## src/source/rv_core_pkg.sv

```systemverilog
package rv_core_pkg;

    // widths
    localparam int XLEN       = 64;
    localparam int ILEN       = 32;
    localparam int REG_ADDR_W = 5;

    localparam logic [XLEN-1:0] RAM_BASE   = 64'h8000_0000; // first fetch
    localparam logic [XLEN-1:0] INSTR_STEP = 64'd4;
    localparam logic [ILEN-1:0] NOP_INSTR  = 32'h0000_0001; // decodes as illegal, does nothing

    // major opcodes
    localparam logic [6:0] OPC_LUI      = 7'b0110111;
    localparam logic [6:0] OPC_AUIPC    = 7'b0010111;
    localparam logic [6:0] OPC_OP_IMM   = 7'b0010011;
    localparam logic [6:0] OPC_OP_IMM_W = 7'b0011011;
    localparam logic [6:0] OPC_OP       = 7'b0110011;
    localparam logic [6:0] OPC_OP_W     = 7'b0111011;
    localparam logic [6:0] OPC_LOAD     = 7'b0000011;
    localparam logic [6:0] OPC_STORE    = 7'b0100011;
    localparam logic [6:0] OPC_BRANCH   = 7'b1100011;
    localparam logic [6:0] OPC_JAL      = 7'b1101111;
    localparam logic [6:0] OPC_JALR     = 7'b1100111;

    typedef enum logic [3:0] {
        CLASS_LUI, CLASS_AUIPC, CLASS_ALU, CLASS_ALU_W, CLASS_LOAD,
        CLASS_STORE, CLASS_BRANCH, CLASS_JAL, CLASS_JALR, CLASS_NONE
    } instr_class_e;

    typedef enum logic [3:0] {
        ALU_ADD, ALU_SUB, ALU_XOR, ALU_OR, ALU_AND,
        ALU_SLL, ALU_SRL, ALU_SRA, ALU_SLT, ALU_SLTU
    } alu_op_e;

    // encodings follow branch funct3
    typedef enum logic [2:0] {
        BR_EQ  = 3'b000,
        BR_NE  = 3'b001,
        BR_LT  = 3'b100,
        BR_GE  = 3'b101,
        BR_LTU = 3'b110,
        BR_GEU = 3'b111
    } branch_cond_e;

    typedef enum logic {LOAD_IDLE, LOAD_WAIT} load_state_e;

    typedef struct packed {
        instr_class_e            instr_class;
        alu_op_e                 alu_op;
        branch_cond_e            branch_cond;
        logic [REG_ADDR_W-1:0]   rd;
        logic [REG_ADDR_W-1:0]   rs1;
        logic [REG_ADDR_W-1:0]   rs2;
        logic [XLEN-1:0]         imm;
        logic [2:0]              funct3;    // load width code
        logic                    use_imm;   // imm as second operand
    } decoded_instr_t;

    typedef struct packed {
        logic                    we;
        logic [REG_ADDR_W-1:0]   rd;
        logic [XLEN-1:0]         value;
        logic                    load_pending; // write bus data on done
        logic [2:0]              load_width;
    } writeback_t;

    typedef struct packed {
        logic                    take;
        logic [XLEN-1:0]         target;
    } redirect_t;

endpackage

```

## src/source/rv_result.sv

```systemverilog
`timescale 1ns/1ns

module rv_result import rv_core_pkg::*; (
    input  logic                  clk,
    input  logic                  reset,
    input  writeback_t            writeback_i,
    input  logic [XLEN-1:0]       bus_read_data_i,
    input  logic                  bus_read_done_i,
    input  logic [REG_ADDR_W-1:0] rs1_addr_i,
    input  logic [REG_ADDR_W-1:0] rs2_addr_i,
    output logic [XLEN-1:0]       rs1_value_o,
    output logic [XLEN-1:0]       rs2_value_o
);

    logic [XLEN-1:0] regs [1:31]; // x0 not stored
    logic [XLEN-1:0] load_value;
    logic [XLEN-1:0] wr_value;
    logic            wr_en;

    // extend by width code, same encoding as load funct3
    always_comb begin
        case (writeback_i.load_width)
            3'b000:  load_value = {{56{bus_read_data_i[7]}}, bus_read_data_i[7:0]};   // lb
            3'b100:  load_value = {56'b0, bus_read_data_i[7:0]};                      // lbu
            3'b001:  load_value = {{48{bus_read_data_i[15]}}, bus_read_data_i[15:0]}; // lh
            3'b101:  load_value = {48'b0, bus_read_data_i[15:0]};                     // lhu
            3'b010:  load_value = {{32{bus_read_data_i[31]}}, bus_read_data_i[31:0]}; // lw
            3'b110:  load_value = {32'b0, bus_read_data_i[31:0]};                     // lwu
            default: load_value = bus_read_data_i;                                    // ld
        endcase
    end

    assign wr_en    = writeback_i.we || (writeback_i.load_pending && bus_read_done_i);
    assign wr_value = writeback_i.load_pending ? load_value : writeback_i.value;

    always_ff @(posedge clk or negedge reset) begin
        if (!reset) begin
            for (int i = 1; i < 32; i++) begin
                regs[i] <= '0;
            end
        end else if (wr_en && writeback_i.rd != '0) begin
            regs[writeback_i.rd] <= wr_value; // writes to x0 dropped
        end
    end

    // combinational read ports, x0 reads zero
    assign rs1_value_o = (rs1_addr_i == '0) ? '0 : regs[rs1_addr_i];
    assign rs2_value_o = (rs2_addr_i == '0) ? '0 : regs[rs2_addr_i];

endmodule

```

## config.mk

```make
export PLATFORM = sky130hd
export DESIGN_NAME = rv_result
export DESIGN_NICKNAME = d
export VERILOG_FILES = /design/src/source/rv_core_pkg.sv /design/src/source/rv_result.sv
export SDC_FILE = /design/constraint.sdc
export NUM_CORES = 2
export LEC_CHECK = 0
export BUFFER_PORTS_ARGS = -buffer_cell sky130_fd_sc_hd__buf_4
export CAP_MARGIN = 5
export CELL_PAD_IN_SITES_DETAIL_PLACEMENT = 0
export CELL_PAD_IN_SITES_GLOBAL_PLACEMENT = 2
export CORE_UTILIZATION = 38
export CTS_CLUSTER_SIZE = 14
export DETAILED_ROUTE_END_ITERATION = 8
export GPL_TIMING_DRIVEN = 0
export PLACE_DENSITY_LB_ADDON = 0.1
export SETUP_SLACK_MARGIN = 0.02
export SYNTH_ARGS = -nofsm -noshare
export SYNTH_HDL_FRONTEND = slang
export SYNTH_SLANG_ARGS = --single-unit
```

## constraint.sdc

```tcl
create_clock -name clk -period 3.6 [get_ports clk]
set_clock_uncertainty 0.2 [all_clocks]
set_input_delay 1.08 -clock clk [delete_from_list [all_inputs] [get_ports clk]]
set_output_delay 1.08 -clock clk [all_outputs]
set_load 0.01 [all_outputs]
```

==> metrics.md <==
| Metric | Value |
|---|---|
| Worst setup path class | `in2out` |
| Placed insts | `13900` |
| Setup WS post-layout | `-1.176 ns` |
| Multi-input gate area | `roughly 0.052 sq mm` |
| Non-filler instance count after layout | `14640` |
| GRT Util Overall | `0.4298` |
| Core Area | `0.2708 sq mm` |
| Slew Limit Fails | `0` |
| RSZ-0062 raised after global routing | `true` |
| Die W | `523.9 microns` |
| CP peak stage delay | `0.60 ns` |
| Path depth of the worst reg2reg path | `2` |
| Ranking of synthesized cells by area | `dfrtp_1 (48%), mux4_2 (17%), o21ai_0 (10%)` |
| Final setup TNS | `-123.02 ns` |
| Inserted Clock Buffers | `234` |
| Total grt overflow | `0` |
| WL/cell | `between 40 and 50 microns` |
| #FFs+latches synth | `1984` |
| Clock sink count | `1984` |
| Max-cap violations | `0` |
| H-tree levels | `4` |
| Crit end category | `primary output` |
| Yosys cell types | `46` |
| Most used standard cell by instance count after synthesis | `nand2_1` |
| Final Critical Period | `4.776 ns` |
| Final ANT Viol Nets | `0` |
| Worst slew pin tran | `1.465 ns` |
| Max reg flops | `1984` |
| Yosys top cell by area | `dfrtp_1` |
| Largest regs | `regs x1984` |
| Detailed Place HPWL | `413800 microns` |
| Slew HR | `0.02324` |
| Share of cells above drive strength 1 | `0.2612` |
| Starting Density | `0.3822` |
| CTS clock-pin slew for the worst setup and hold paths | `0.06 ns` |
| DRT iter0 DRCs | `12210` |
| Status | `finished with violations` |
| DIE HEIGHT | `approximately 520 microns` |
| Sequential Area | `a little under 0.05 sq mm` |
| Total power | `75.96 mW` |
| Cell count after synthesis | `9996` |
| Fill cell count | `25320` |
| Final nets | `10960` |
| Area after DPL | `0.1123 sq mm` |
| Tcrit/Tclk final | `1.327` |
| Pwr Density | `a little under 600 mW/mm^2` |
| Worst path required time | `2.32 ns` |
| Initial antenna violation count | `a little over 70` |
| VDD IR max | `0.4580 mV` |
| Die ar. | `0.2744 sq mm` |
| Static Leak | `55.89 nW` |
| GPL Wtd Cong | `0.9598` |
| Ys async rst share | `1.000` |
| Largest net degree at the start of global routing | `168` |
| DRC viols | `0` |
| Buffer depth of the longest clock path | `4` |
| Latest clock arrival within the worst-skew pair | `0.97 ns` |
| Post-synth EDFFs | `0` |
| Slowest-stage cell, CP | `mux4_2` |
| Share of the synthesized area in the top cell type | `0.4797` |
| Sequential fraction of the synthesis area | `0.4797` |
| Hold Fails Final Rpt | `0` |
| Final setup viols | `158` |
| Peak Freq | `about 210 MHz` |
| Vias in the first global route | `between 90000 and 100k` |
| Root buffer cell | `clkbuf_16` |
| Synthesized cell area | `0.1035 sq mm` |
| Synthesis-to-finish area growth | `24.47%` |
| DR vias | `94260` |
| # rows | `191` |
| Fin area | `0.1288 sq mm` |
| Drt via density | `6.440` |
| First-pass iteration count of the detailed router | `6` |
| Global-route wire length before repair | `795300 microns` |
| Crit path max fanout | `8` |
| Hold crit path type | `in2async` |
| I/O pin count | `approximately 280` |
| Critical path startpoint category | `input pin` |
| Mean post-synth cell area | `10.35 sq um` |
| # port buffers | `266` |
| Yosys warning count | `0` |
| Synth cell count leaders | `nand2_1 (2468), o21ai_0 (2153), dfrtp_1 (1984)` |
| Most Frequent Cell on Critical Path | `buf_16` |
| Top reg by flops | `regs` |
| CP Cell Sequence | `buf_8 > buf_12 > buf_16 > buf_16 > buf_16 > buf_8 > mux4_2 > mux2i_1 > o211ai_1 > buf_4` |
| Crit path arrival time | `3.50 ns` |
| Synth Net Count | `10150` |
| Post-synth top flop | `dfrtp_1` |
| Final wirelength | `598000 microns` |
| Failing checks | `negative setup slack` |
| CTS tree | `built` |
## area by class of cell
| cell class | count | area share |
|---|---|---|
| repair buffers | 587 | 0.05768 |
| inverters | 1 | 0.00002914 |
| diodes | 65 | 0.001263 |
| multi-input cells | 6931 | 0.4002 |
| clock inverters | 66 | 0.006585 |
| plain buffers | 1072 | 0.05971 |
| well taps | 3570 | 0.03467 |
| clock buffers | 361 | 0.05447 |
| flip-flops and latches | 1984 | 0.3854 |
## kinds of logic (layout without fill, tap and decap cells)
kind of cell	Yosys count	in the layout	share of synthesized area
AND/OR/NAND/NOR	2865	2865	0.1093
other	0	65	0
multiplexers	1297	1297	0.2224
AO/OA/AOI/OAI	2769	2769	0.1441
buffers and inverters	1081	2087	0.04445
flip-flops	1984	1984	0.4797
## worst max-delay path, delay by kind of cell
family	cells	cell delay, ns
AO/OA/AOI/OAI	1	0.30
multiplexers	2	0.82
buffers and inverters	7	1.20
## placed cells by master (no fill, tap or decap), drive strengths merged, types with 37 or more instances in the layout
cell    synthesis  routed
nor3           76      76
a22oi          87      87
nand3          80      80
o211ai        113     113
mux2          138     138
nor2b          85      85
nor2          117     117
buf           376     940
a21oi         239     239
dfrtp        1984    1984
nand2        2468    2468
clkinv          0      42
o221ai         37      37
o21ai        2166    2166
clkbuf        704    1074
mux4          787     787
a221oi         81      81
mux2i         372     372
diode           0      65
## repair_timing
item	in CTS	in global routing
gates cloned	28	14
setup endpoints to repair	1913	466
hold endpoints to repair	112	40
pin swaps	78	111
setup buffers	165	56
resized for setup	1029	305
## path summary, 6_finish.rpt
| check | from | endpoint | slack [ns] |
|---|---|---|---|
| setup / recovery | rs1_addr_i[0] | rs1_value_o[38] | -1.18 |
| hold / removal | reset | regs[390] | 0.007 |
| setup reg to reg | regs[1983] | regs[1983] | 2.57 |
| hold reg to reg | regs[326] | regs[326] | 0.29 |
| max in group asynchronous | reset | regs[1192] | 0.81 |
| min in group clk | regs[326] | regs[326] | 0.29 |
## metal layers
metal  track usage  vias up  part of all wire  wire, microns
met5             0        -            0.0010            623
met4        0.3039       32             0.080          48010
met3        0.1488     1545              0.12          70780
met2        0.6268     6138              0.43         259100
met1        0.5322    49030              0.37         219500
li1              -    37520                 -              -
## through the flow
step | hold WS [ns] | worst slack [ns] | util
after global placement | 0.2728 | -25.03 | 0.4099
after floorplan | 0.2582 | -0.1533 | -
after CTS | -0.07635 | -1.120 | 0.4684
after global routing | 0.01581 | -1.154 | 0.4753
final | 0.007467 | -1.176 | 0.4758
after detailed placement | 0.2832 | -2.863 | 0.4149
## where the power goes
group          total [mW]  switching (mW)  internal, mW
Combinational        19.1            10.6          8.58
Sequential           31.6            4.20          27.4
Clock                25.3            10.7          14.6
Total                76.0            25.4          50.5
Power figures use the tool's default switching activity.
