--- config.mk ---
export PLATFORM = sky130hd
export DESIGN_NAME = rv_decode
export DESIGN_NICKNAME = d
export VERILOG_FILES = /design/src/source/rv_core_pkg.sv /design/src/source/rv_decode.sv
export SDC_FILE = /design/constraint.sdc
export NUM_CORES = 1
export LEC_CHECK = 0
export ABC_AREA = 1
export BUFFER_PORTS_ARGS = -buffer_cell sky130_fd_sc_hd__buf_2
export CAP_MARGIN = 20
export CORE_UTILIZATION = 40
export DETAILED_ROUTE_END_ITERATION = 6
export PLACE_DENSITY_LB_ADDON = 0.1
export RECOVER_POWER = 25
export SLEW_MARGIN = 5
export SYNTH_ARGS = -nofsm -noshare
export SYNTH_HDL_FRONTEND = slang
export SYNTH_SLANG_ARGS = --single-unit
--- constraint.sdc ---
create_clock -name clk -period 2.4 [get_ports clk]
set_clock_uncertainty 0.15 [all_clocks]
set_input_delay 0.12 -clock clk [delete_from_list [all_inputs] [get_ports clk]]
set_output_delay 0.12 -clock clk [all_outputs]
set_load 0.05 [all_outputs]
--- src/source/rv_core_pkg.sv ---
package rv_core_pkg;

    // widths
    localparam int XLEN       = 64;
    localparam int ILEN       = 32;
    localparam int REG_ADDR_W = 5;

    localparam logic [XLEN-1:0] RAM_BASE   = 64'h8000_0000; // first fetch
    localparam logic [XLEN-1:0] INSTR_STEP = 64'd4;
    localparam logic [ILEN-1:0] NOP_INSTR  = 32'h0000_0001; // decodes as illegal, does nothing

    // major opcodes
    localparam logic [6:0] OPC_LUI      = 7'b0110111;
    localparam logic [6:0] OPC_AUIPC    = 7'b0010111;
    localparam logic [6:0] OPC_OP_IMM   = 7'b0010011;
    localparam logic [6:0] OPC_OP_IMM_W = 7'b0011011;
    localparam logic [6:0] OPC_OP       = 7'b0110011;
    localparam logic [6:0] OPC_OP_W     = 7'b0111011;
    localparam logic [6:0] OPC_LOAD     = 7'b0000011;
    localparam logic [6:0] OPC_STORE    = 7'b0100011;
    localparam logic [6:0] OPC_BRANCH   = 7'b1100011;
    localparam logic [6:0] OPC_JAL      = 7'b1101111;
    localparam logic [6:0] OPC_JALR     = 7'b1100111;

    typedef enum logic [3:0] {
        CLASS_LUI, CLASS_AUIPC, CLASS_ALU, CLASS_ALU_W, CLASS_LOAD,
        CLASS_STORE, CLASS_BRANCH, CLASS_JAL, CLASS_JALR, CLASS_NONE
    } instr_class_e;

    typedef enum logic [3:0] {
        ALU_ADD, ALU_SUB, ALU_XOR, ALU_OR, ALU_AND,
        ALU_SLL, ALU_SRL, ALU_SRA, ALU_SLT, ALU_SLTU
    } alu_op_e;

    // encodings follow branch funct3
    typedef enum logic [2:0] {
        BR_EQ  = 3'b000,
        BR_NE  = 3'b001,
        BR_LT  = 3'b100,
        BR_GE  = 3'b101,
        BR_LTU = 3'b110,
        BR_GEU = 3'b111
    } branch_cond_e;

    typedef enum logic {LOAD_IDLE, LOAD_WAIT} load_state_e;

    typedef struct packed {
        instr_class_e            instr_class;
        alu_op_e                 alu_op;
        branch_cond_e            branch_cond;
        logic [REG_ADDR_W-1:0]   rd;
        logic [REG_ADDR_W-1:0]   rs1;
        logic [REG_ADDR_W-1:0]   rs2;
        logic [XLEN-1:0]         imm;
        logic [2:0]              funct3;    // load width code
        logic                    use_imm;   // imm as second operand
    } decoded_instr_t;

    typedef struct packed {
        logic                    we;
        logic [REG_ADDR_W-1:0]   rd;
        logic [XLEN-1:0]         value;
        logic                    load_pending; // write bus data on done
        logic [2:0]              load_width;
    } writeback_t;

    typedef struct packed {
        logic                    take;
        logic [XLEN-1:0]         target;
    } redirect_t;

endpackage

--- src/source/rv_decode.sv ---
`timescale 1ns/1ns

module rv_decode import rv_core_pkg::*; (
    input  logic             clk,
    input  logic             reset,
    input  logic [ILEN-1:0]  instruction_i,
    input  logic             flush_i,
    output decoded_instr_t   decoded_o
);

    logic [ILEN-1:0] ir;          // instruction register, holds word at pc-4
    logic [6:0]      opcode;
    logic [2:0]      funct3;
    logic [6:0]      funct7;
    logic [XLEN-1:0] imm_i;
    logic [XLEN-1:0] imm_s;
    logic [XLEN-1:0] imm_b;
    logic [XLEN-1:0] imm_u;
    logic [XLEN-1:0] imm_j;
    logic            alt_op;      // sub / sra select
    logic            r_legal;
    logic            imm_shift_ok;
    logic            w_funct_ok;
    alu_op_e         alu_sel;

    always_ff @(posedge clk or negedge reset) begin
        if (!reset) begin
            ir <= NOP_INSTR;
        end else begin
            ir <= instruction_i; // fetch every cycle
        end
    end

    assign opcode = ir[6:0];
    assign funct3 = ir[14:12];
    assign funct7 = ir[31:25];

    // immediates, all sign extended from bit 31
    assign imm_i = {{52{ir[31]}}, ir[31:20]};
    assign imm_s = {{52{ir[31]}}, ir[31:25], ir[11:7]};
    assign imm_b = {{51{ir[31]}}, ir[31], ir[7], ir[30:25], ir[11:8], 1'b0};
    assign imm_u = {{32{ir[31]}}, ir[31:12], 12'b0};
    assign imm_j = {{43{ir[31]}}, ir[31], ir[19:12], ir[20], ir[30:21], 1'b0};

    // only register forms and right shifts look at funct7
    assign alt_op  = funct7[5] && (opcode == OPC_OP || opcode == OPC_OP_W || funct3 == 3'b101);
    assign r_legal = (funct7 == 7'b0000000) ||
                     (funct7 == 7'b0100000 && (funct3 == 3'b000 || funct3 == 3'b101));
    assign w_funct_ok = (funct3 == 3'b000) || (funct3 == 3'b001) || (funct3 == 3'b101);

    // rv64 shamt is 6 bits, so funct7[0] belongs to it
    always_comb begin
        case (funct3)
            3'b001:  imm_shift_ok = (funct7[6:1] == 6'b000000);
            3'b101:  imm_shift_ok = (funct7[6:1] == 6'b000000) || (funct7[6:1] == 6'b010000);
            default: imm_shift_ok = 1'b1;
        endcase
    end

    always_comb begin
        case (funct3)
            3'b000:  alu_sel = alt_op ? ALU_SUB : ALU_ADD;
            3'b001:  alu_sel = ALU_SLL;
            3'b010:  alu_sel = ALU_SLT;
            3'b011:  alu_sel = ALU_SLTU;
            3'b100:  alu_sel = ALU_XOR;
            3'b101:  alu_sel = alt_op ? ALU_SRA : ALU_SRL;
            3'b110:  alu_sel = ALU_OR;
            default: alu_sel = ALU_AND;
        endcase
    end

    always_comb begin
        decoded_o.instr_class = CLASS_NONE;
        decoded_o.alu_op      = alu_sel;
        decoded_o.branch_cond = branch_cond_e'(funct3);
        decoded_o.rd          = ir[11:7];
        decoded_o.rs1         = ir[19:15];
        decoded_o.rs2         = ir[24:20];
        decoded_o.imm         = imm_i;      // most common
        decoded_o.funct3      = funct3;
        decoded_o.use_imm     = 1'b1;
        case (opcode)
            OPC_LUI: begin
                decoded_o.instr_class = CLASS_LUI;
                decoded_o.imm         = imm_u;
            end
            OPC_AUIPC: begin
                decoded_o.instr_class = CLASS_AUIPC;
                decoded_o.imm         = imm_u;
            end
            OPC_OP_IMM: begin
                if (imm_shift_ok) decoded_o.instr_class = CLASS_ALU;
            end
            OPC_OP_IMM_W: begin
                // addiw, slliw, srliw, sraiw
                if (w_funct_ok && (funct3 == 3'b000 || r_legal)) decoded_o.instr_class = CLASS_ALU_W;
            end
            OPC_OP: begin
                decoded_o.use_imm = 1'b0;
                if (r_legal) decoded_o.instr_class = CLASS_ALU;
            end
            OPC_OP_W: begin
                decoded_o.use_imm = 1'b0;
                if (r_legal && w_funct_ok) decoded_o.instr_class = CLASS_ALU_W;
            end
            OPC_LOAD: begin
                if (funct3 != 3'b111) decoded_o.instr_class = CLASS_LOAD; // no 111 width
            end
            OPC_STORE: begin
                decoded_o.imm = imm_s;
                if (funct3 == 3'b010) decoded_o.instr_class = CLASS_STORE; // sw only
            end
            OPC_BRANCH: begin
                decoded_o.imm     = imm_b;
                decoded_o.use_imm = 1'b0;
                if (funct3[2:1] != 2'b01) decoded_o.instr_class = CLASS_BRANCH;
            end
            OPC_JAL: begin
                decoded_o.instr_class = CLASS_JAL;
                decoded_o.imm         = imm_j;
            end
            OPC_JALR: begin
                if (funct3 == 3'b000) decoded_o.instr_class = CLASS_JALR;
            end
            default: ; // unknown stays none
        endcase
        if (flush_i) decoded_o.instr_class = CLASS_NONE; // bubble after change of flow
    end

endmodule

==> results.md <==
* Peak VDD IR at about 0.00031 V
* Most common cell after layout, fill and taps aside: buf_2
* First-pass GRT wire length at about 7400 microns
* Non-Filler Instances at roughly 460
* Sequential-to-total area share from yosys stat at 37.6%
* 1st-pass router iterations at 5
* Ports at around 130
* Core area at between 5000 and 6000 sq um
* Final setup viols at 0
* Initial antenna violation count at 0
* Metal2 WL at between 2000 and 3000 microns
* Die H at about 75 microns
* Final hold vios at 0
* Yosys reg bits at 32
* Global route overflow at 0
* Synth Cell Area at between 2000 and 2500 sq um
* Ys Warns at 0
* Most frequent cells in the layout: buf_2, nand2_1, dlygate4sd3_1
* Adder-cell area share of the yosys netlist at 0%
* Mapped Avg Cell Area at ~8 sq um
* Met1 Wirelength at roughly 2100 microns
* Hold Path Class: input pin to flop
* Placed Cells at a little over 400
* Worst EP arrival at between 1.5 and 2 ns
* Post-DR vias/cell at about 4.3
* Multiplexer share of the synthesized area at 0%
* Clk root buf: clkbuf_8
* XOR/XNOR Fraction of Synth Area at 0%
* Crit path kind: flop to output port
* Hold slack at 0.316 ns
* Fraction of layout cells with a size suffix above 1 at between 40 and 50%
* CTS tree: done
* Die area at between 5000 and 6000 sq um
* Lkg Pwr at approximately 1.6 nW
* Post-Synth Simple-Gate Area at 29.4%
* Vias in the first global route at 1662
* Minimum clock period at about 2.2 ns
* RSZ-0062 raised after global routing: false
* Power density over the cells at roughly 530 nW/um^2
* P&R area growth vs syn at 36.3%
* Crit path max fanout at 7
* DR WL/cell at about 11 microns
* Share of the synthesized area in the top cell type at between 30% and 40%
* Clock buffer depth at 2
* Largest net degree at the start of global routing at 35
* Yosys top cell by area: dfrtp_1
* Largest family of logic cells by synthesized area: simple AND/OR/NAND/NOR gates
* Syn nets at roughly 300
* Max reg flops at 32
* Slew margin rel. at -11.1%
* CTS Sinks at 32
* Detailed placement HPWL at approximately 3700 microns
* Wirelength, routed at 4960 microns
* Complex-gate fraction of the synthesized area at 7.27%
* Fin crit share at slightly above 90%
* Setup crit end kind: output port
* Biggest regs: ir (32)
* Failing checks: capacitance limit, slew limit
* Total power at approximately 1.6 mW
* Type of origin of the critical path: flop
* Cells after synthesis at roughly 270
* Port Buf Inserts at around 130
* Final RePlAce weighted congestion at ~0.86
* Total CTS buffers at 5
* Post-layout util at around 57%
* Highest routed layer: met4
* Final ANT Viol Nets at 0
* Antenna cells at 0
* Synth cell types at 29
* DRT iter0 DRCs at 62
* Fmax at 446 MHz
* Status: finished with violations
* Total number of vias at between 1500 and 2000
* Htree depth at 2
* Fin nets at 419
* Cell Rows at 26
* Largest Register: ir
* Final Max Slew Viols at 33
* Number of max-cap violations at 1
* DRC violations left at 0
* Ranking of synthesized cells by area: dfrtp_1, buf_4, nand2_1, nor2_1, inv_1
* Clock slew at reported path FFs at 0.07 ns
* Wire length on met3 at 303 microns
* Initial core utilization at between 40% and 50%
* Worst Tran Pin Value at 1.67 ns
* Die W at around 75 microns
* Global-route usage over all layers at 17.7%
* Required @ worst endpoint at ~2.1 ns
-- logic make-up (layout without fill, tap and decap cells) --
family	count (synthesis)	count (layout)
and+or+nand+nor	119	119
buffers and inverters	91	207
DFF	32	32
AOI/OAI and AO/OA	27	27
-- cells in the mapped netlist --
master / number
buf_4: 54
nand2_1: 46
dfrtp_1: 31
nor2_1: 31
inv_1: 28
o21ai_0: 17
nand3_1: 13
nor2_2: 6
inv_2: 5
nor3_1: 5
a21oi_1: 4
nand3_2: 4
o21ai_2: 4
nand2_4: 3
inv_4: 2
nand2_2: 2
nor2_8: 2
a21boi_1: 1
buf_2: 1
clkbuf_1: 1
dfstp_2: 1
nand2_8: 1
nand2b_1: 1
nand3_4: 1
nand3b_1: 1
nand4_1: 1
nor3_2: 1
nor3_4: 1
o211ai_1: 1
-- power by group --
part	leakage [nW]	switching, mW	internal (mW)
logic	1.20	0.422	0.139
registers	0.372	0.0222	0.567
clock network	0.0479	0.202	0.202
total	1.62	0.646	0.908
-- metal layers --
| metal | vias to the layer above | track usage, % |
|---|---|---|
| met3 | 5 | 4.02 |
| li1 | 1010 | - |
| met1 | 884 | 22.4 |
| met2 | 75 | 30.4 |
| met5 | - | 0 |
| met4 | 0 | 4.61 |
-- layout make-up --
cell class	count	area, sq um
fillers	504	2200
repair buffers	164	1000
flip-flops and latches	32	802
multi-input cells	146	792
inverters	35	136
well taps	70	87.6
clock buffers	5	68.8
clock inverters	3	18.8
-- timing repair --
action                     CTS  global route
hold endpoints to repair    63             0
resized for setup            0             3
hold buffers                33             0
setup buffers                0             2
setup endpoints to repair    0            21
-- worst paths after layout --
path / cells after the start / to / slack [ns] / start
max: 11 / decoded_o[90] / 0.16 / ir[0]
min: 2 / ir[24] / 0.32 / instruction_i[24]
max in group asynchronous: 2 / ir[5] / 0.48 / reset
min in group asynchronous: 2 / ir[13] / 0.66 / reset
-- critical path: stages, from the launching register on --
cell	delay [ns]
dfstp_2	0.52
nand2_1	0.12
inv_1	0.12
nand2_4	0.10
nor2_8	0.17
nand2_4	0.08
nand2_1	0.06
nor2_1	0.04
nand3_1	0.09
nor2_1	0.05
nand3_1	0.08
buf_2	0.27
-- through the flow --
stage | setup slack [ns] | area, sq um | TNS, ns
after floorplan | -0.0377 | 2130 | -0.357
after global placement | 0.393 | 2460 | 0
after detailed placement | 0.330 | 2460 | 0
after CTS | 0.0207 | 2870 | 0
after global routing | 0.00249 | 2910 | 0
final | 0.157 | 2910 | 0
Note: power is estimated with default switching activity, not from simulation.
