**src/source/rv_core_pkg.sv**
```systemverilog
package rv_core_pkg;

    // widths
    localparam int XLEN       = 64;
    localparam int ILEN       = 32;
    localparam int REG_ADDR_W = 5;

    localparam logic [XLEN-1:0] RAM_BASE   = 64'h8000_0000; // first fetch
    localparam logic [XLEN-1:0] INSTR_STEP = 64'd4;
    localparam logic [ILEN-1:0] NOP_INSTR  = 32'h0000_0001; // decodes as illegal, does nothing

    // major opcodes
    localparam logic [6:0] OPC_LUI      = 7'b0110111;
    localparam logic [6:0] OPC_AUIPC    = 7'b0010111;
    localparam logic [6:0] OPC_OP_IMM   = 7'b0010011;
    localparam logic [6:0] OPC_OP_IMM_W = 7'b0011011;
    localparam logic [6:0] OPC_OP       = 7'b0110011;
    localparam logic [6:0] OPC_OP_W     = 7'b0111011;
    localparam logic [6:0] OPC_LOAD     = 7'b0000011;
    localparam logic [6:0] OPC_STORE    = 7'b0100011;
    localparam logic [6:0] OPC_BRANCH   = 7'b1100011;
    localparam logic [6:0] OPC_JAL      = 7'b1101111;
    localparam logic [6:0] OPC_JALR     = 7'b1100111;

    typedef enum logic [3:0] {
        CLASS_LUI, CLASS_AUIPC, CLASS_ALU, CLASS_ALU_W, CLASS_LOAD,
        CLASS_STORE, CLASS_BRANCH, CLASS_JAL, CLASS_JALR, CLASS_NONE
    } instr_class_e;

    typedef enum logic [3:0] {
        ALU_ADD, ALU_SUB, ALU_XOR, ALU_OR, ALU_AND,
        ALU_SLL, ALU_SRL, ALU_SRA, ALU_SLT, ALU_SLTU
    } alu_op_e;

    // encodings follow branch funct3
    typedef enum logic [2:0] {
        BR_EQ  = 3'b000,
        BR_NE  = 3'b001,
        BR_LT  = 3'b100,
        BR_GE  = 3'b101,
        BR_LTU = 3'b110,
        BR_GEU = 3'b111
    } branch_cond_e;

    typedef enum logic {LOAD_IDLE, LOAD_WAIT} load_state_e;

    typedef struct packed {
        instr_class_e            instr_class;
        alu_op_e                 alu_op;
        branch_cond_e            branch_cond;
        logic [REG_ADDR_W-1:0]   rd;
        logic [REG_ADDR_W-1:0]   rs1;
        logic [REG_ADDR_W-1:0]   rs2;
        logic [XLEN-1:0]         imm;
        logic [2:0]              funct3;    // load width code
        logic                    use_imm;   // imm as second operand
    } decoded_instr_t;

    typedef struct packed {
        logic                    we;
        logic [REG_ADDR_W-1:0]   rd;
        logic [XLEN-1:0]         value;
        logic                    load_pending; // write bus data on done
        logic [2:0]              load_width;
    } writeback_t;

    typedef struct packed {
        logic                    take;
        logic [XLEN-1:0]         target;
    } redirect_t;

endpackage

```
**src/source/rv_flow_control.sv**
```systemverilog
`timescale 1ns/1ns

module rv_flow_control import rv_core_pkg::*; (
    input  logic             clk,
    input  logic             reset,
    input  redirect_t        redirect_i,
    input  logic             hold_i,
    output logic [XLEN-1:0]  pc_o,
    output logic             flush_o
);

    logic            bubble;    // kills the word fetched under a change of flow
    logic [XLEN-1:0] pc_plus;

    assign pc_plus = pc_o + INSTR_STEP;

    always_ff @(posedge clk or negedge reset) begin
        if (!reset) begin
            pc_o   <= RAM_BASE;
            bubble <= 1'b0;
        end else begin
            bubble <= redirect_i.take || hold_i; // clears itself next cycle
            if (redirect_i.take) begin
                pc_o <= redirect_i.target;
            end else if (hold_i) begin
                pc_o <= pc_plus - INSTR_STEP; // refetch same word
            end else begin
                pc_o <= pc_plus;
            end
        end
    end

    assign flush_o = bubble;

endmodule

```
**config.mk**
```make
export PLATFORM = sky130hd
export DESIGN_NAME = rv_flow_control
export DESIGN_NICKNAME = d
export VERILOG_FILES = /design/src/source/rv_core_pkg.sv /design/src/source/rv_flow_control.sv
export SDC_FILE = /design/constraint.sdc
export NUM_CORES = 1
export LEC_CHECK = 0
export BUFFER_PORTS_ARGS = -buffer_cell sky130_fd_sc_hd__buf_4
export CELL_PAD_IN_SITES_DETAIL_PLACEMENT = 0
export CELL_PAD_IN_SITES_GLOBAL_PLACEMENT = 1
export CORE_MARGIN = 3
export CORE_UTILIZATION = 43
export CTS_CLUSTER_DIAMETER = 60
export CTS_CLUSTER_SIZE = 8
export DETAILED_ROUTE_END_ITERATION = 8
export MAX_ROUTING_LAYER = met4
export PLACE_DENSITY = 0.89
export SLEW_MARGIN = 10
export SYNTH_ARGS = -nofsm -noshare
export SYNTH_HDL_FRONTEND = slang
export SYNTH_SLANG_ARGS = --single-unit
```
**constraint.sdc**
```tcl
create_clock -name clk -period 8.9 [get_ports clk]
set_input_delay 0 -clock clk [delete_from_list [all_inputs] [get_ports clk]]
set_output_delay 0 -clock clk [all_outputs]
set_load 0.01 [all_outputs]
```
==> summary.md, run 1 <==
| Metric | Value |
|---|---|
| Status | `completed` |
| CTS sink cnt | `65` |
| Critical path depth | `10` |
| Routed wire per std cell | `17.7 um` |
| Final hold vios | `0` |
| Number of buffers inserted during clock tree synthesis | `9` |
| Weighted congestion reported at the end of routability-driven placement | `0.933` |
| Class of the most critical setup path | `flip-flop to flip-flop` |
| EDFF count, synth | `0` |
| Cell with the biggest individual delay on the critical path | `sky130_fd_sc_hd__or4_1` |
| Antenna cells | `0` |
| Share of cells above drive strength 1 | `0.207` |
| First-pass GRT wire length | `30400 um` |
| Overall fraction of global-route tracks in use | `0.269` |
| DRT Pass-1 Iters | `5` |
| Number of top-level pins | `133` |
| Vertical extent of the die | `120 um` |
| Worst setup path start | `pc_o[2]$_DFFE_PN0P_` |
| Combinational cell fraction of total power | `0.276` |
| Maximum level of the CTS H-tree | `3` |
| Final critical-path share of the clock period | `0.551` |
| CTS tree | `done` |
| Part of the power in registers | `0.385` |
| Arrival time of data at the critical path endpoint | `5.13 ns` |
| Minimum setup slack after placement | `4.14 ns` |
| Count of max-cap constraint violations | `0` |
| Max-slew violations | `0` |
| Gate count after technology mapping | `698` |
| Starting DRT DRC Count | `516` |
| Switching share of power | `0.325` |
| WL met1 | `8250 um` |
| Hold-fix buffer count after cts | `65` |
| Estimated wirelength of the detail-placed design | `13200 um` |
| Power density cells | `134 nW/um^2` |
| Die area | `14400 um^2` |
| Maximum number of pins on one net before global-route repair | `116` |
| Maximum clock insertion buffer count | `2` |
| Proportion of netlist area held by the largest area contributor | `0.286` |
| CTS clk-pin slew, worst paths | `0.06 ns` |
| Summed negative setup slack over all endpoints | `0 ns` |
| Instance area at placement | `6580 um^2` |
| Reg-to-reg startpoint | `pc_o[2]$_DFFE_PN0P_` |
| FFs w/ async S/R, synth | `1.00` |
| Depth of the worst register-to-register path | `10` |
| Routed Antenna Nets | `0` |
| Top library cells by usage in the layout, fill and taps aside | `sky130_fd_sc_hd__buf_4, sky130_fd_sc_hd__nand2_1, sky130_fd_sc_hd__dlygate4sd3_1, sky130_fd_sc_hd__dfrtp_1, sky130_fd_sc_hd__xnor2_1` |
| Total met2 wirelength after detailed routing | `8660 um` |
| Worst-path cell chain | `ha_1, nand3_1, or4_4, nor3_1, xnor2_1, nand4_4, nor4_1, nand4_1, or4_1, a31o_1` |
| Utilization of the core after routing | `0.593` |
| Number of placement rows | `41` |
| Fmax | `204 MHz` |
| Cell accounting for the most synthesized area | `sky130_fd_sc_hd__dfrtp_1` |
| Max layer used | `met4` |
| Most common library cell in the layout ignoring fill and taps | `sky130_fd_sc_hd__buf_4` |
| Cell leakage power | `0.00289 uW` |
| Post-Syn Nets | `767` |
| Count of different cell masters after synthesis | `65` |
| Critical path endpoint category | `flip-flop` |
| Net Sw Power | `326 uW` |
| Sequential element share of the synthesized area | `0.291` |
| Required time worst endpoint | `9.13 ns` |
| Vias after detailed routing | `6035` |
| Number of cells in the finished layout apart from fillers | `1035` |
| Proportion of power drawn by the clock network | `0.339` |
| GRT Residual Overflow | `0` |
| Die width | `120 um` |
| Via-per-instance ratio | `5.83` |
| Peak supply drop | `0.0906 mV` |
| RSZ-0062 raised after global routing | `false` |
| Post-Synthesis Mean Instance Area | `8.01 um^2` |
| Worst skew pair latency | `0.34 ns` |
| Worst slew slack as a fraction of its limit | `0.193` |
| Number of cells upsized or downsized after cts | `0` |
| Internal portion of total power | `677 uW` |
| Crit path buf inv count | `0` |
| Cell count after placement | `955` |
| Worst hold path class | `input port to flip-flop` |
| Max stage delay on crit path | `0.71 ns` |
| Slack of the worst reg-to-reg path | `4.00 ns` |
| Top cell family by delay on the critical path | `simple AND/OR/NAND/NOR gates` |
| Primary flip-flop cell chosen by synthesis mapping | `sky130_fd_sc_hd__dfrtp_1` |
| Summed instance area of the synthesized netlist | `5590 um^2` |
| Starting density of the core | `0.441` |
| Root buffer selected by CTS | `sky130_fd_sc_hd__clkbuf_16` |
| Routed wl met3 | `1050 um` |
| FF+latch count, synth | `65` |
| Post-route worst setup slack | `4.00 ns` |
| Design Area, Final | `7510 um^2` |
| Vias in the first global route | `5996` |
| Worst-path fanout max | `14` |
| Hold Path Cell Cnt | `3` |
| Initial antenna violation count | `0` |
| Slew of the pin with the lowest slew margin | `1.20 ns` |
| Main area contributors after synthesis | `sky130_fd_sc_hd__dfrtp_1, sky130_fd_sc_hd__xnor2_1, sky130_fd_sc_hd__nand2_1, sky130_fd_sc_hd__xor2_1, sky130_fd_sc_hd__o21ai_0` |
| Count of unresolved DRC violations after routing | `0` |
| Setup-violating endpoint count in the final report | `0` |
| Aggregate routed wire length | `18300 um` |
| Total of warnings raised by yosys | `0` |
| Critical Path Source Type | `flip-flop` |
| Post-CTS Setup Bufs | `0` |
| Placeable core region | `12700 um^2` |
| Area added between synthesis and finish | `34.4%` |
| Time the worst path needs with I/O delays and setup | `4.90 ns` |
| # nets final | `928` |
| End of the critical path | `pc_o[63]$_DFF_PN0_` |
| Worst Clk Skew | `0.00859 ns` |
| Critical register-to-register path endpoint | `pc_o[63]$_DFF_PN0_` |
| Number of I/O port buffers | `132` |
## cell families after synthesis
logic type                 count (synthesis)  synth area share
and+or+nand+nor                          357             0.361
AOI/OAI and AO/OA                        124             0.151
xor gates and xnor gates                  85             0.133
DFF                                       65             0.291
buffers and inverters                     58            0.0463
muxes                                      8            0.0157
adders and majority gates                  1           0.00224
## worst reg2reg max path: cells and delay by family (launching register included)
| family | cells | cell delay [ns] |
|---|---|---|
| XOR/XNOR | 1 | 0.28 |
| flip-flops | 1 | 0.50 |
| AND/OR/NAND/NOR | 7 | 3.42 |
| adder cells (fa/ha/maj) | 1 | 0.36 |
| AO/OA/AOI/OAI | 1 | 0.23 |
## power groups by stage
stage	clock, uW	sequential, uW	combinational [uW]
final	340	386	277
after global routing	359	393	306
after CTS	346	385	278
after detailed placement	0	389	253
after global placement	0	388	250
after floorplan	0	372	160
## routing by layer
metal,up-vias,global-route usage
met5,-,-
met4,0,0.0845
met3,29,0.0490
met2,233,0.426
met1,2870,0.351
li1,2903,-
## worst min path at each step
stage / endpoint / startpoint
2_1_floorplan: flush_o$_DFF_PN0_ / reset
3_3_place_gp: pc_o[30]$_DFF_PN0_ / reset
3_5_place_dp: pc_o[34]$_DFF_PN0_ / reset
4_1_cts: pc_o[63]$_DFF_PN0_ / redirect_i[63]
5_1_grt: pc_o[63]$_DFF_PN0_ / redirect_i[63]
6_report: pc_o[63]$_DFF_PN0_ / redirect_i[63]
## state kept, by name, summed over array words and instances, names as in the netlist
register,flops
pc_o,64
flush_o,1
## through the flow
stage          hold slack [ns]  power (uW)
2_1_floorplan           -0.296         531
3_3_place_gp             0.158         637
3_5_place_dp             0.172         642
4_1_cts                0.00697        1010
5_1_grt                 0.0183        1060
6_report                0.0188        1000
## cell type report
cell class | count | area [um^2]
timing repair buffer | 197 | 1640
multi-input combinational | 575 | 3710
clock buffer | 13 | 270
inverter | 11 | 41.3
clock inverter | 2 | 12.5
tap | 172 | 215
sequential | 65 | 1630
fill | 1136 | 5160
## synth_stat cells, types with 3 or more instances
cell type                  number
sky130_fd_sc_hd__nor4_4         3
sky130_fd_sc_hd__nand2_1      101
sky130_fd_sc_hd__nor4_2         4
sky130_fd_sc_hd__and3_1        17
sky130_fd_sc_hd__mux2_2         6
sky130_fd_sc_hd__o31a_1        11
sky130_fd_sc_hd__nor3_1        36
sky130_fd_sc_hd__nor2_1        33
sky130_fd_sc_hd__or2_2          5
sky130_fd_sc_hd__nand3_1       32
sky130_fd_sc_hd__inv_1         11
sky130_fd_sc_hd__a21oi_1       13
sky130_fd_sc_hd__o21ai_0       39
sky130_fd_sc_hd__and4_1         8
sky130_fd_sc_hd__o21bai_1       3
sky130_fd_sc_hd__or3_1          9
sky130_fd_sc_hd__nor4b_1        7
sky130_fd_sc_hd__o21a_1         4
sky130_fd_sc_hd__nor4_1        28
sky130_fd_sc_hd__xnor2_1       57
sky130_fd_sc_hd__o31ai_1       23
sky130_fd_sc_hd__or4_1         11
sky130_fd_sc_hd__clkbuf_1      22
sky130_fd_sc_hd__dfrtp_1       64
sky130_fd_sc_hd__nand4_4        3
sky130_fd_sc_hd__a311oi_1       3
sky130_fd_sc_hd__nand4_1       31
sky130_fd_sc_hd__xor2_1        28
sky130_fd_sc_hd__and2_1        14
sky130_fd_sc_hd__nor3b_1        4
sky130_fd_sc_hd__buf_2         20
sky130_fd_sc_hd__a31oi_1        5
No activity file was read; power rests on OpenSTA's default activity.
==> inputs of run 2 (changes only) <==
--- a/config.mk
+++ b/config.mk
@@ -5,16 +5,17 @@
 export SDC_FILE = /design/constraint.sdc
 export NUM_CORES = 1
 export LEC_CHECK = 0
+export ABC_AREA = 1
 export BUFFER_PORTS_ARGS = -buffer_cell sky130_fd_sc_hd__buf_4
 export CELL_PAD_IN_SITES_DETAIL_PLACEMENT = 0
 export CELL_PAD_IN_SITES_GLOBAL_PLACEMENT = 1
 export CORE_MARGIN = 3
-export CORE_UTILIZATION = 43
+export CORE_UTILIZATION = 35
 export CTS_CLUSTER_DIAMETER = 60
 export CTS_CLUSTER_SIZE = 8
 export DETAILED_ROUTE_END_ITERATION = 8
 export MAX_ROUTING_LAYER = met4
-export PLACE_DENSITY = 0.89
+export PLACE_DENSITY = 0.8
 export SLEW_MARGIN = 10
 export SYNTH_ARGS = -nofsm -noshare
 export SYNTH_HDL_FRONTEND = slang
==> constraint.sdc (replaced) <==
create_clock -name clk -period 4 [get_ports clk]
set_input_delay 0 -clock clk [delete_from_list [all_inputs] [get_ports clk]]
set_output_delay 0 -clock clk [all_outputs]
set_load 0.01 [all_outputs]
==> summary.md, run 2 <==
| Metric | Value |
|---|---|
| Area added between synthesis and finish | `29.0%` |
| Time the worst path needs with I/O delays and setup | `3.43 ns` |
| Required time worst endpoint | `4.24 ns` |
| Share of cells above drive strength 1 | `0.192` |
| Gate count after technology mapping | `1295` |
| Max stage delay on crit path | `0.58 ns` |
| Weighted congestion reported at the end of routability-driven placement | `0.976` |
| Proportion of netlist area held by the largest area contributor | `0.247` |
| Number of buffers inserted during clock tree synthesis | `9` |
| Sequential cell area | `1630 um^2` |
| Status | `completed` |
| Top reg by flops | `pc_o` |
| Power density cells | `260 nW/um^2` |
| Worst-path fanout max | `8` |
| Combined area of the multi-input logic cells | `5260 um^2` |
| Primary flip-flop cell chosen by synthesis mapping | `sky130_fd_sc_hd__dfrtp_1` |
| Worst slew slack as a fraction of its limit | `0.364` |
| Number of flip-flops in the largest register | `64` |
| Count of max-cap constraint violations | `0` |
| Most common library cell in the layout ignoring fill and taps | `sky130_fd_sc_hd__nand2_1` |
| Post-route worst setup slack | `0.566 ns` |
| Slew of the pin with the lowest slew margin | `0.955 ns` |
| Worst Hold Path EP | `pc_o[30]$_DFF_PN0_` |
| Post-Synthesis Mean Instance Area | `5.77 um^2` |
| Hold Slack | `0.0344 ns` |
| Starting DRT DRC Count | `892` |
| Maximum level of the CTS H-tree | `3` |
| Initial antenna violation count | `0` |
| Adder-cell area share of the yosys netlist | `0.00167` |
| Worst hold path class | `input port to flip-flop` |
| Placeable core region | `20600 um^2` |
| Setup-violating endpoint count in the final report | `0` |
| Number of placement rows | `52` |
| Share of cell area taken by muxes after synthesis | `0` |
| CTS sink cnt | `65` |
| Dominant combinational cell family by area after synthesis | `simple AND/OR/NAND/NOR gates` |
| Arrival time of data at the critical path endpoint | `3.68 ns` |
| Starting density of the core | `0.363` |
| Summed instance area of the synthesized netlist | `7480 um^2` |
| GRT Residual Overflow | `0` |
| Total of warnings raised by yosys | `0` |
| Maximum number of pins on one net before global-route repair | `94` |
| Main area contributors after synthesis | `sky130_fd_sc_hd__nand2_1, sky130_fd_sc_hd__dfrtp_1, sky130_fd_sc_hd__nor2_1, sky130_fd_sc_hd__nand3_1, sky130_fd_sc_hd__inv_1` |
| FF+latch count, synth | `65` |
| Vias after detailed routing | `9067` |
| Max-slew violations | `0` |
| RSZ-0062 raised after global routing | `false` |
| Die area | `23200 um^2` |
| Worst Clk Skew | `0.00782 ns` |
| DRT Pass-1 Iters | `5` |
| FFs w/ async S/R, synth | `1.00` |
| Worst-path cell chain | `ha_1, nand2_2, nor2_8, nand2_4, nor2_1, nand2_1, nand2_1, nand2_1, nor2_1, nand2_1, nor2_2, nand3_1, nor2_1, nand3_1, nand3_1, nand2_1` |
| Number of I/O port buffers | `132` |
| Crit-path most repeated cell | `sky130_fd_sc_hd__nand2_1` |
| Count leader, synth | `sky130_fd_sc_hd__nand2_1` |
| Routed Antenna Nets | `0` |
| # nets final | `1555` |
| Final critical-path share of the clock period | `0.858` |
| Critical register-to-register path endpoint | `pc_o[49]$_DFF_PN0_` |
| First-pass GRT wire length | `50500 um` |
| Sequential element share of the synthesized area | `0.218` |
| Count of different cell masters after synthesis | `41` |
| EDFF count, synth | `0` |
| Critical Path Source Type | `flip-flop` |
| Hold Path Cell Cnt | `3` |
| Reg-to-reg startpoint | `pc_o[2]$_DFFE_PN0P_` |
| Fmax | `291 MHz` |
| Number of top-level pins | `133` |
| Routed wire per std cell | `18.9 um` |
| Estimated wirelength of the detail-placed design | `27400 um` |
| Count of unresolved DRC violations after routing | `0` |
| Cell leakage power | `0.00448 uW` |
| Source of the worst hold timing path | `redirect_i[30]` |
| CTS tree | `done` |
| Post-Syn Nets | `1364` |
| Maximum clock insertion buffer count | `2` |
| Fraction of the mapped netlist area in compound gates | `0.0375` |
| Cell with the biggest individual delay on the critical path | `sky130_fd_sc_hd__dfrtp_1` |
| Summed negative setup slack over all endpoints | `0 ns` |
| Critical path endpoint category | `flip-flop` |
| Synth Area in Simple Gates | `0.625` |
| Slack of the worst reg-to-reg path | `0.57 ns` |
| Vertical extent of the die | `152 um` |
| Cell accounting for the most synthesized area | `sky130_fd_sc_hd__nand2_1` |
| Overall fraction of global-route tracks in use | `0.292` |
| Aggregate routed wire length | `33300 um` |
| Depth of the worst register-to-register path | `16` |
| Peak supply drop | `0.203 mV` |
| Worst skew pair latency | `0.36 ns` |
| Class of the most critical setup path | `flip-flop to flip-flop` |
| Die width | `152 um` |
| CTS clk-pin slew, worst paths | `0.06 ns` |
| Cell types with the highest counts after synthesis | `sky130_fd_sc_hd__nand2_1, sky130_fd_sc_hd__nor2_1, sky130_fd_sc_hd__nand3_1` |
| Root buffer selected by CTS | `sky130_fd_sc_hd__clkbuf_16` |
| Top library cells by usage in the layout, fill and taps aside | `sky130_fd_sc_hd__nand2_1, sky130_fd_sc_hd__nor2_1, sky130_fd_sc_hd__nand3_1, sky130_fd_sc_hd__buf_4, sky130_fd_sc_hd__inv_1` |
| Xor/xnor cell area share of the yosys netlist | `0.0388` |
| Total of fill cells in the finished design | `2284` |
| Final hold vios | `0` |
| Utilization of the core after routing | `0.468` |
| Vias in the first global route | `8631` |
| Via-per-instance ratio | `5.15` |
| Antenna cells | `0` |
| Minimum setup slack after placement | `0.664 ns` |
## run 2: changes by cell type after synthesis, moves of 22 or more
cell / before / now
sky130_fd_sc_hd__xnor2_1: 57 / 12
sky130_fd_sc_hd__nand2_2: 0 / 32
sky130_fd_sc_hd__nor2_4: 0 / 26
sky130_fd_sc_hd__o31ai_1: 23 / 1
sky130_fd_sc_hd__nor2_2: 0 / 36
sky130_fd_sc_hd__nor2_1: 33 / 190
sky130_fd_sc_hd__nand3_1: 32 / 141
sky130_fd_sc_hd__inv_1: 11 / 117
sky130_fd_sc_hd__nand2_1: 101 / 493
sky130_fd_sc_hd__nor3_1: 36 / 11
sky130_fd_sc_hd__nor4_1: 28 / 0
## run 2: kinds of logic (layout without fill, tap and decap cells)
group	Yosys count	in the layout
buffers and inverters	149	345
XOR/XNOR	31	31
flip-flops	65	65
adder cells (fa/ha/maj)	1	1
AO/OA/AOI/OAI	49	49
AND/OR/NAND/NOR	1000	1000
## run 2: metal layers
metal,GRT usage,routed length [um],vias to the layer above
met3,0.0369,2400,38
met2,0.446,14800,341
met5,-,0,-
met1,0.417,15600,4226
li1,-,-,4462
met4,0.0612,527,0
## run 2: repair_timing
| action | 4_1_cts | 5_1_grt |
|---|---|---|
| hold buffers | 64 | 0 |
| setup buffers | 0 | 0 |
| gates resized for setup | 0 | 0 |
| setup endpoints to repair | 0 | 0 |
| hold endpoints to repair | 127 | 0 |
## run 2: worst max path at each step
| stage | from | to | slack (ns) |
|---|---|---|---|
| final | pc_o[2]$_DFFE_PN0P_ | pc_o[49]$_DFF_PN0_ | 0.57 |
| after detailed placement | pc_o[2]$_DFFE_PN0P_ | pc_o[57]$_DFF_PN0_ | 0.66 |
| after global placement | pc_o[2]$_DFFE_PN0P_ | pc_o[49]$_DFF_PN0_ | 0.66 |
| after floorplan | pc_o[2]$_DFFE_PN0P_ | pc_o[43]$_DFF_PN0_ | 1.50 |
| after global routing | pc_o[2]$_DFFE_PN0P_ | pc_o[57]$_DFF_PN0_ | 0.40 |
| after CTS | pc_o[2]$_DFFE_PN0P_ | pc_o[57]$_DFF_PN0_ | 0.65 |
## run 2: area by class of cell
class	count	share of cell area
Clock buffer	9	0.0233
Inverter	133	0.0517
Clock inverter	7	0.00739
Sequential cell	65	0.169
Tap cell	270	0.0350
Multi-Input combinational cell	1081	0.545
Timing Repair Buffer	196	0.169
## run 2: critical path, delay by kind of cell, from the launching register on
family                   cells  cell delay (ns)
adder cells (fa/ha/maj)      1             0.40
flip-flops                   1             0.58
AND/OR/NAND/NOR             15             2.33
## run 2: per-stage QoR
| step | cell area (um^2) | instances | power (uW) |
|---|---|---|---|
| final | 9650 | 1761 | 2510 |
| after global placement | 8710 | 1681 | 1630 |
| after CTS | 9650 | 1761 | 2510 |
| after floorplan | 7480 | 1295 | 1280 |
| after global routing | 9650 | 1761 | 2640 |
| after detailed placement | 8710 | 1681 | 1630 |
## run 2: power by group
part	switching, uW	internal, uW	total (uW)
clock network	346	481	827
logic	519	319	838
registers	126	720	846
total	991	1520	2510
==> inputs of run 3 (changes only) <==
--- a/config.mk
+++ b/config.mk
@@ -9,11 +9,13 @@
 export BUFFER_PORTS_ARGS = -buffer_cell sky130_fd_sc_hd__buf_4
 export CELL_PAD_IN_SITES_DETAIL_PLACEMENT = 0
 export CELL_PAD_IN_SITES_GLOBAL_PLACEMENT = 1
+export CORE_ASPECT_RATIO = 0.8
 export CORE_MARGIN = 3
 export CORE_UTILIZATION = 35
 export CTS_CLUSTER_DIAMETER = 60
 export CTS_CLUSTER_SIZE = 8
 export DETAILED_ROUTE_END_ITERATION = 8
+export GPL_TIMING_DRIVEN = 0
 export MAX_ROUTING_LAYER = met4
 export PLACE_DENSITY = 0.8
 export SLEW_MARGIN = 10
==> summary.md, run 3 (synthesis gave the netlist of run 2 again) <==
| Metric | Value |
|---|---|
| Number of flip-flops in the largest register | `64` |
| Critical register-to-register path endpoint | `pc_o[61]$_DFF_PN0_` |
| Weighted congestion reported at the end of routability-driven placement | `0.992` |
| Worst Hold Path EP | `pc_o[33]$_DFF_PN0_` |
| Maximum clock insertion buffer count | `2` |
| Number of I/O port buffers | `130` |
| Worst-path cell chain | `ha_1, nand2_2, nor2_8, nand2_4, nor2_1, nand2_1, nand2_1, nand2_1, nor2_1, nand2_1, nor2_4, nand3_1, nor2_1, nand3_1, nand3_1, nand2_1` |
| RSZ-0062 raised after global routing | `false` |
| Vias in the first global route | `8511` |
| Top library cells by usage in the layout, fill and taps aside | `sky130_fd_sc_hd__nand2_1, sky130_fd_sc_hd__nor2_1, sky130_fd_sc_hd__nand3_1, sky130_fd_sc_hd__buf_4, sky130_fd_sc_hd__inv_1` |
| CTS tree | `done` |
| Worst slew slack as a fraction of its limit | `0.372` |
| Final hold vios | `0` |
| Most common library cell in the layout ignoring fill and taps | `sky130_fd_sc_hd__nand2_1` |
| Overall fraction of global-route tracks in use | `0.308` |
| Number of buffers inserted during clock tree synthesis | `9` |
| Arrival time of data at the critical path endpoint | `3.88 ns` |
| Starting density of the core | `0.359` |
| Critical path endpoint category | `flip-flop` |
| Source of the worst hold timing path | `redirect_i[33]` |
| Aggregate routed wire length | `34800 um` |
| # nets final | `1569` |
| Design Area, Final | `9720 um^2` |
| Share of cells above drive strength 1 | `0.192` |
| Power density cells | `261 nW/um^2` |
| Crit path buf inv count | `0` |
| First-pass GRT wire length | `51200 um` |
| Maximum number of pins on one net before global-route repair | `66` |
| Top reg by flops | `pc_o` |
| Routed wire per std cell | `19.6 um` |
| Worst-path fanout max | `8` |
| Die area | `23200 um^2` |
| Setup-violating endpoint count in the final report | `0` |
| Peak supply drop | `0.187 mV` |
| Slew of the pin with the lowest slew margin | `0.942 ns` |
| Fmax | `272 MHz` |
| Required time worst endpoint | `4.21 ns` |
| Count of max-cap constraint violations | `0` |
| Cell with the biggest individual delay on the critical path | `sky130_fd_sc_hd__dfrtp_1` |
| Status | `completed` |
| Die width | `169 um` |
| DRT Pass-1 Iters | `7` |
| Number of top-level pins | `133` |
| Hold Path Cell Cnt | `3` |
| Cell count after placement | `1694` |
| Antenna cells | `0` |
| Class of the most critical setup path | `flip-flop to flip-flop` |
| Critical Path Source Type | `flip-flop` |
| CTS sink cnt | `65` |
| GRT Residual Overflow | `0` |
| Number of placement rows | `47` |
| Top cell family by delay on the critical path | `simple AND/OR/NAND/NOR gates` |
| Root buffer selected by CTS | `sky130_fd_sc_hd__clkbuf_16` |
| Minimum setup slack after placement | `0.505 ns` |
| Via-per-instance ratio | `5.20` |
| Initial antenna violation count | `0` |
| Final critical-path share of the clock period | `0.918` |
| Vias after detailed routing | `9233` |
| Area added between synthesis and finish | `30.0%` |
| Reg-to-reg startpoint | `pc_o[2]$_DFFE_PN0P_` |
| Depth of the worst register-to-register path | `16` |
| Maximum level of the CTS H-tree | `3` |
| Slack of the worst reg-to-reg path | `0.33 ns` |
| Vertical extent of the die | `137 um` |
| Cell leakage power | `0.00452 uW` |
| Critical path depth | `16` |
| Max stage delay on crit path | `0.52 ns` |
| Time the worst path needs with I/O delays and setup | `3.67 ns` |
| CTS clk-pin slew, worst paths | `0.06 ns` |
| Post-route worst setup slack | `0.327 ns` |
| Starting DRT DRC Count | `927` |
| Count of unresolved DRC violations after routing | `0` |
| Placeable core region | `20800 um^2` |
| Routed Antenna Nets | `0` |
| Crit-path most repeated cell | `sky130_fd_sc_hd__nand2_1` |
| Number of cells in the finished layout apart from fillers | `1774` |
| Summed negative setup slack over all endpoints | `0 ns` |
| Worst Clk Skew | `0.00741 ns` |
| Worst skew pair latency | `0.35 ns` |
| Estimated wirelength of the detail-placed design | `28800 um` |
| Max-slew violations | `0` |
| Worst hold path class | `input port to flip-flop` |
| Instance area at placement | `8790 um^2` |
[run 3: changes by cell type in the layout (fill, tap and decap cells not counted)]
cell / delta
sky130_fd_sc_hd__dlygate4sd1_1: +1
sky130_fd_sc_hd__clkinvlp_4: -2
sky130_fd_sc_hd__dlygate4sd3_1: +1
sky130_fd_sc_hd__buf_2: +2
sky130_fd_sc_hd__buf_1: +1
sky130_fd_sc_hd__buf_6: +2
sky130_fd_sc_hd__clkbuf_1: +9
[run 3: area by class of cell]
type / instances / area [um^2]
Inverter: 133 / 499
Fill cell: 2260 / 11100
Clock buffer: 11 / 233
Buffer: 16 / 96.3
Timing Repair Buffer: 194 / 1620
Tap cell: 269 / 337
Sequential cell: 65 / 1630
Clock inverter: 5 / 56.3
Multi-Input combinational cell: 1081 / 5260
[run 3: how the worst max path moves through the flow]
stage	slack (ns)	to	start
2_1_floorplan	1.50	pc_o[43]$_DFF_PN0_	pc_o[2]$_DFFE_PN0P_
3_3_place_gp	0.54	pc_o[61]$_DFF_PN0_	pc_o[2]$_DFFE_PN0P_
3_5_place_dp	0.50	pc_o[61]$_DFF_PN0_	pc_o[2]$_DFFE_PN0P_
4_1_cts	0.48	pc_o[61]$_DFF_PN0_	pc_o[2]$_DFFE_PN0P_
5_1_grt	0.17	pc_o[57]$_DFF_PN0_	pc_o[2]$_DFFE_PN0P_
6_report	0.33	pc_o[61]$_DFF_PN0_	pc_o[2]$_DFFE_PN0P_
[run 3: power breakdown]
group / switching [uW] / total, uW / internal, uW
registers: 134 / 853 / 720
logic: 547 / 871 / 324
clock network: 330 / 812 / 482
[run 3: layer usage]
| metal | share of wire | global-route usage | vias up |
|---|---|---|---|
| met5 | 0 | - | - |
| met4 | 0.020 | 0.0772 | 0 |
| met3 | 0.094 | 0.0658 | 45 |
| met2 | 0.40 | 0.419 | 382 |
| met1 | 0.49 | 0.460 | 4304 |
| li1 | - | - | 4502 |
[run 3: per-stage QoR]
step	hold WS (ns)	util	power [uW]
floorplan	-0.296	-	1280
global placement	0.187	0.422	1660
detailed placement	0.189	0.422	1660
CTS	0.0110	0.467	2520
global route	0.0352	0.467	2650
finish	0.0518	0.467	2540
[run 3: worst min-delay path: stages]
cell	delay (ns)
sky130_fd_sc_hd__buf_4	0.11
sky130_fd_sc_hd__nand2_1	0.07
sky130_fd_sc_hd__o21ai_1	0.14
[run 3: what timing repair did]
item                                   4_1_cts  5_1_grt
buffers inserted                             0        0
endpoints found under the hold margin      127        0
resized for setup                            0        0
hold buffers                                64        0
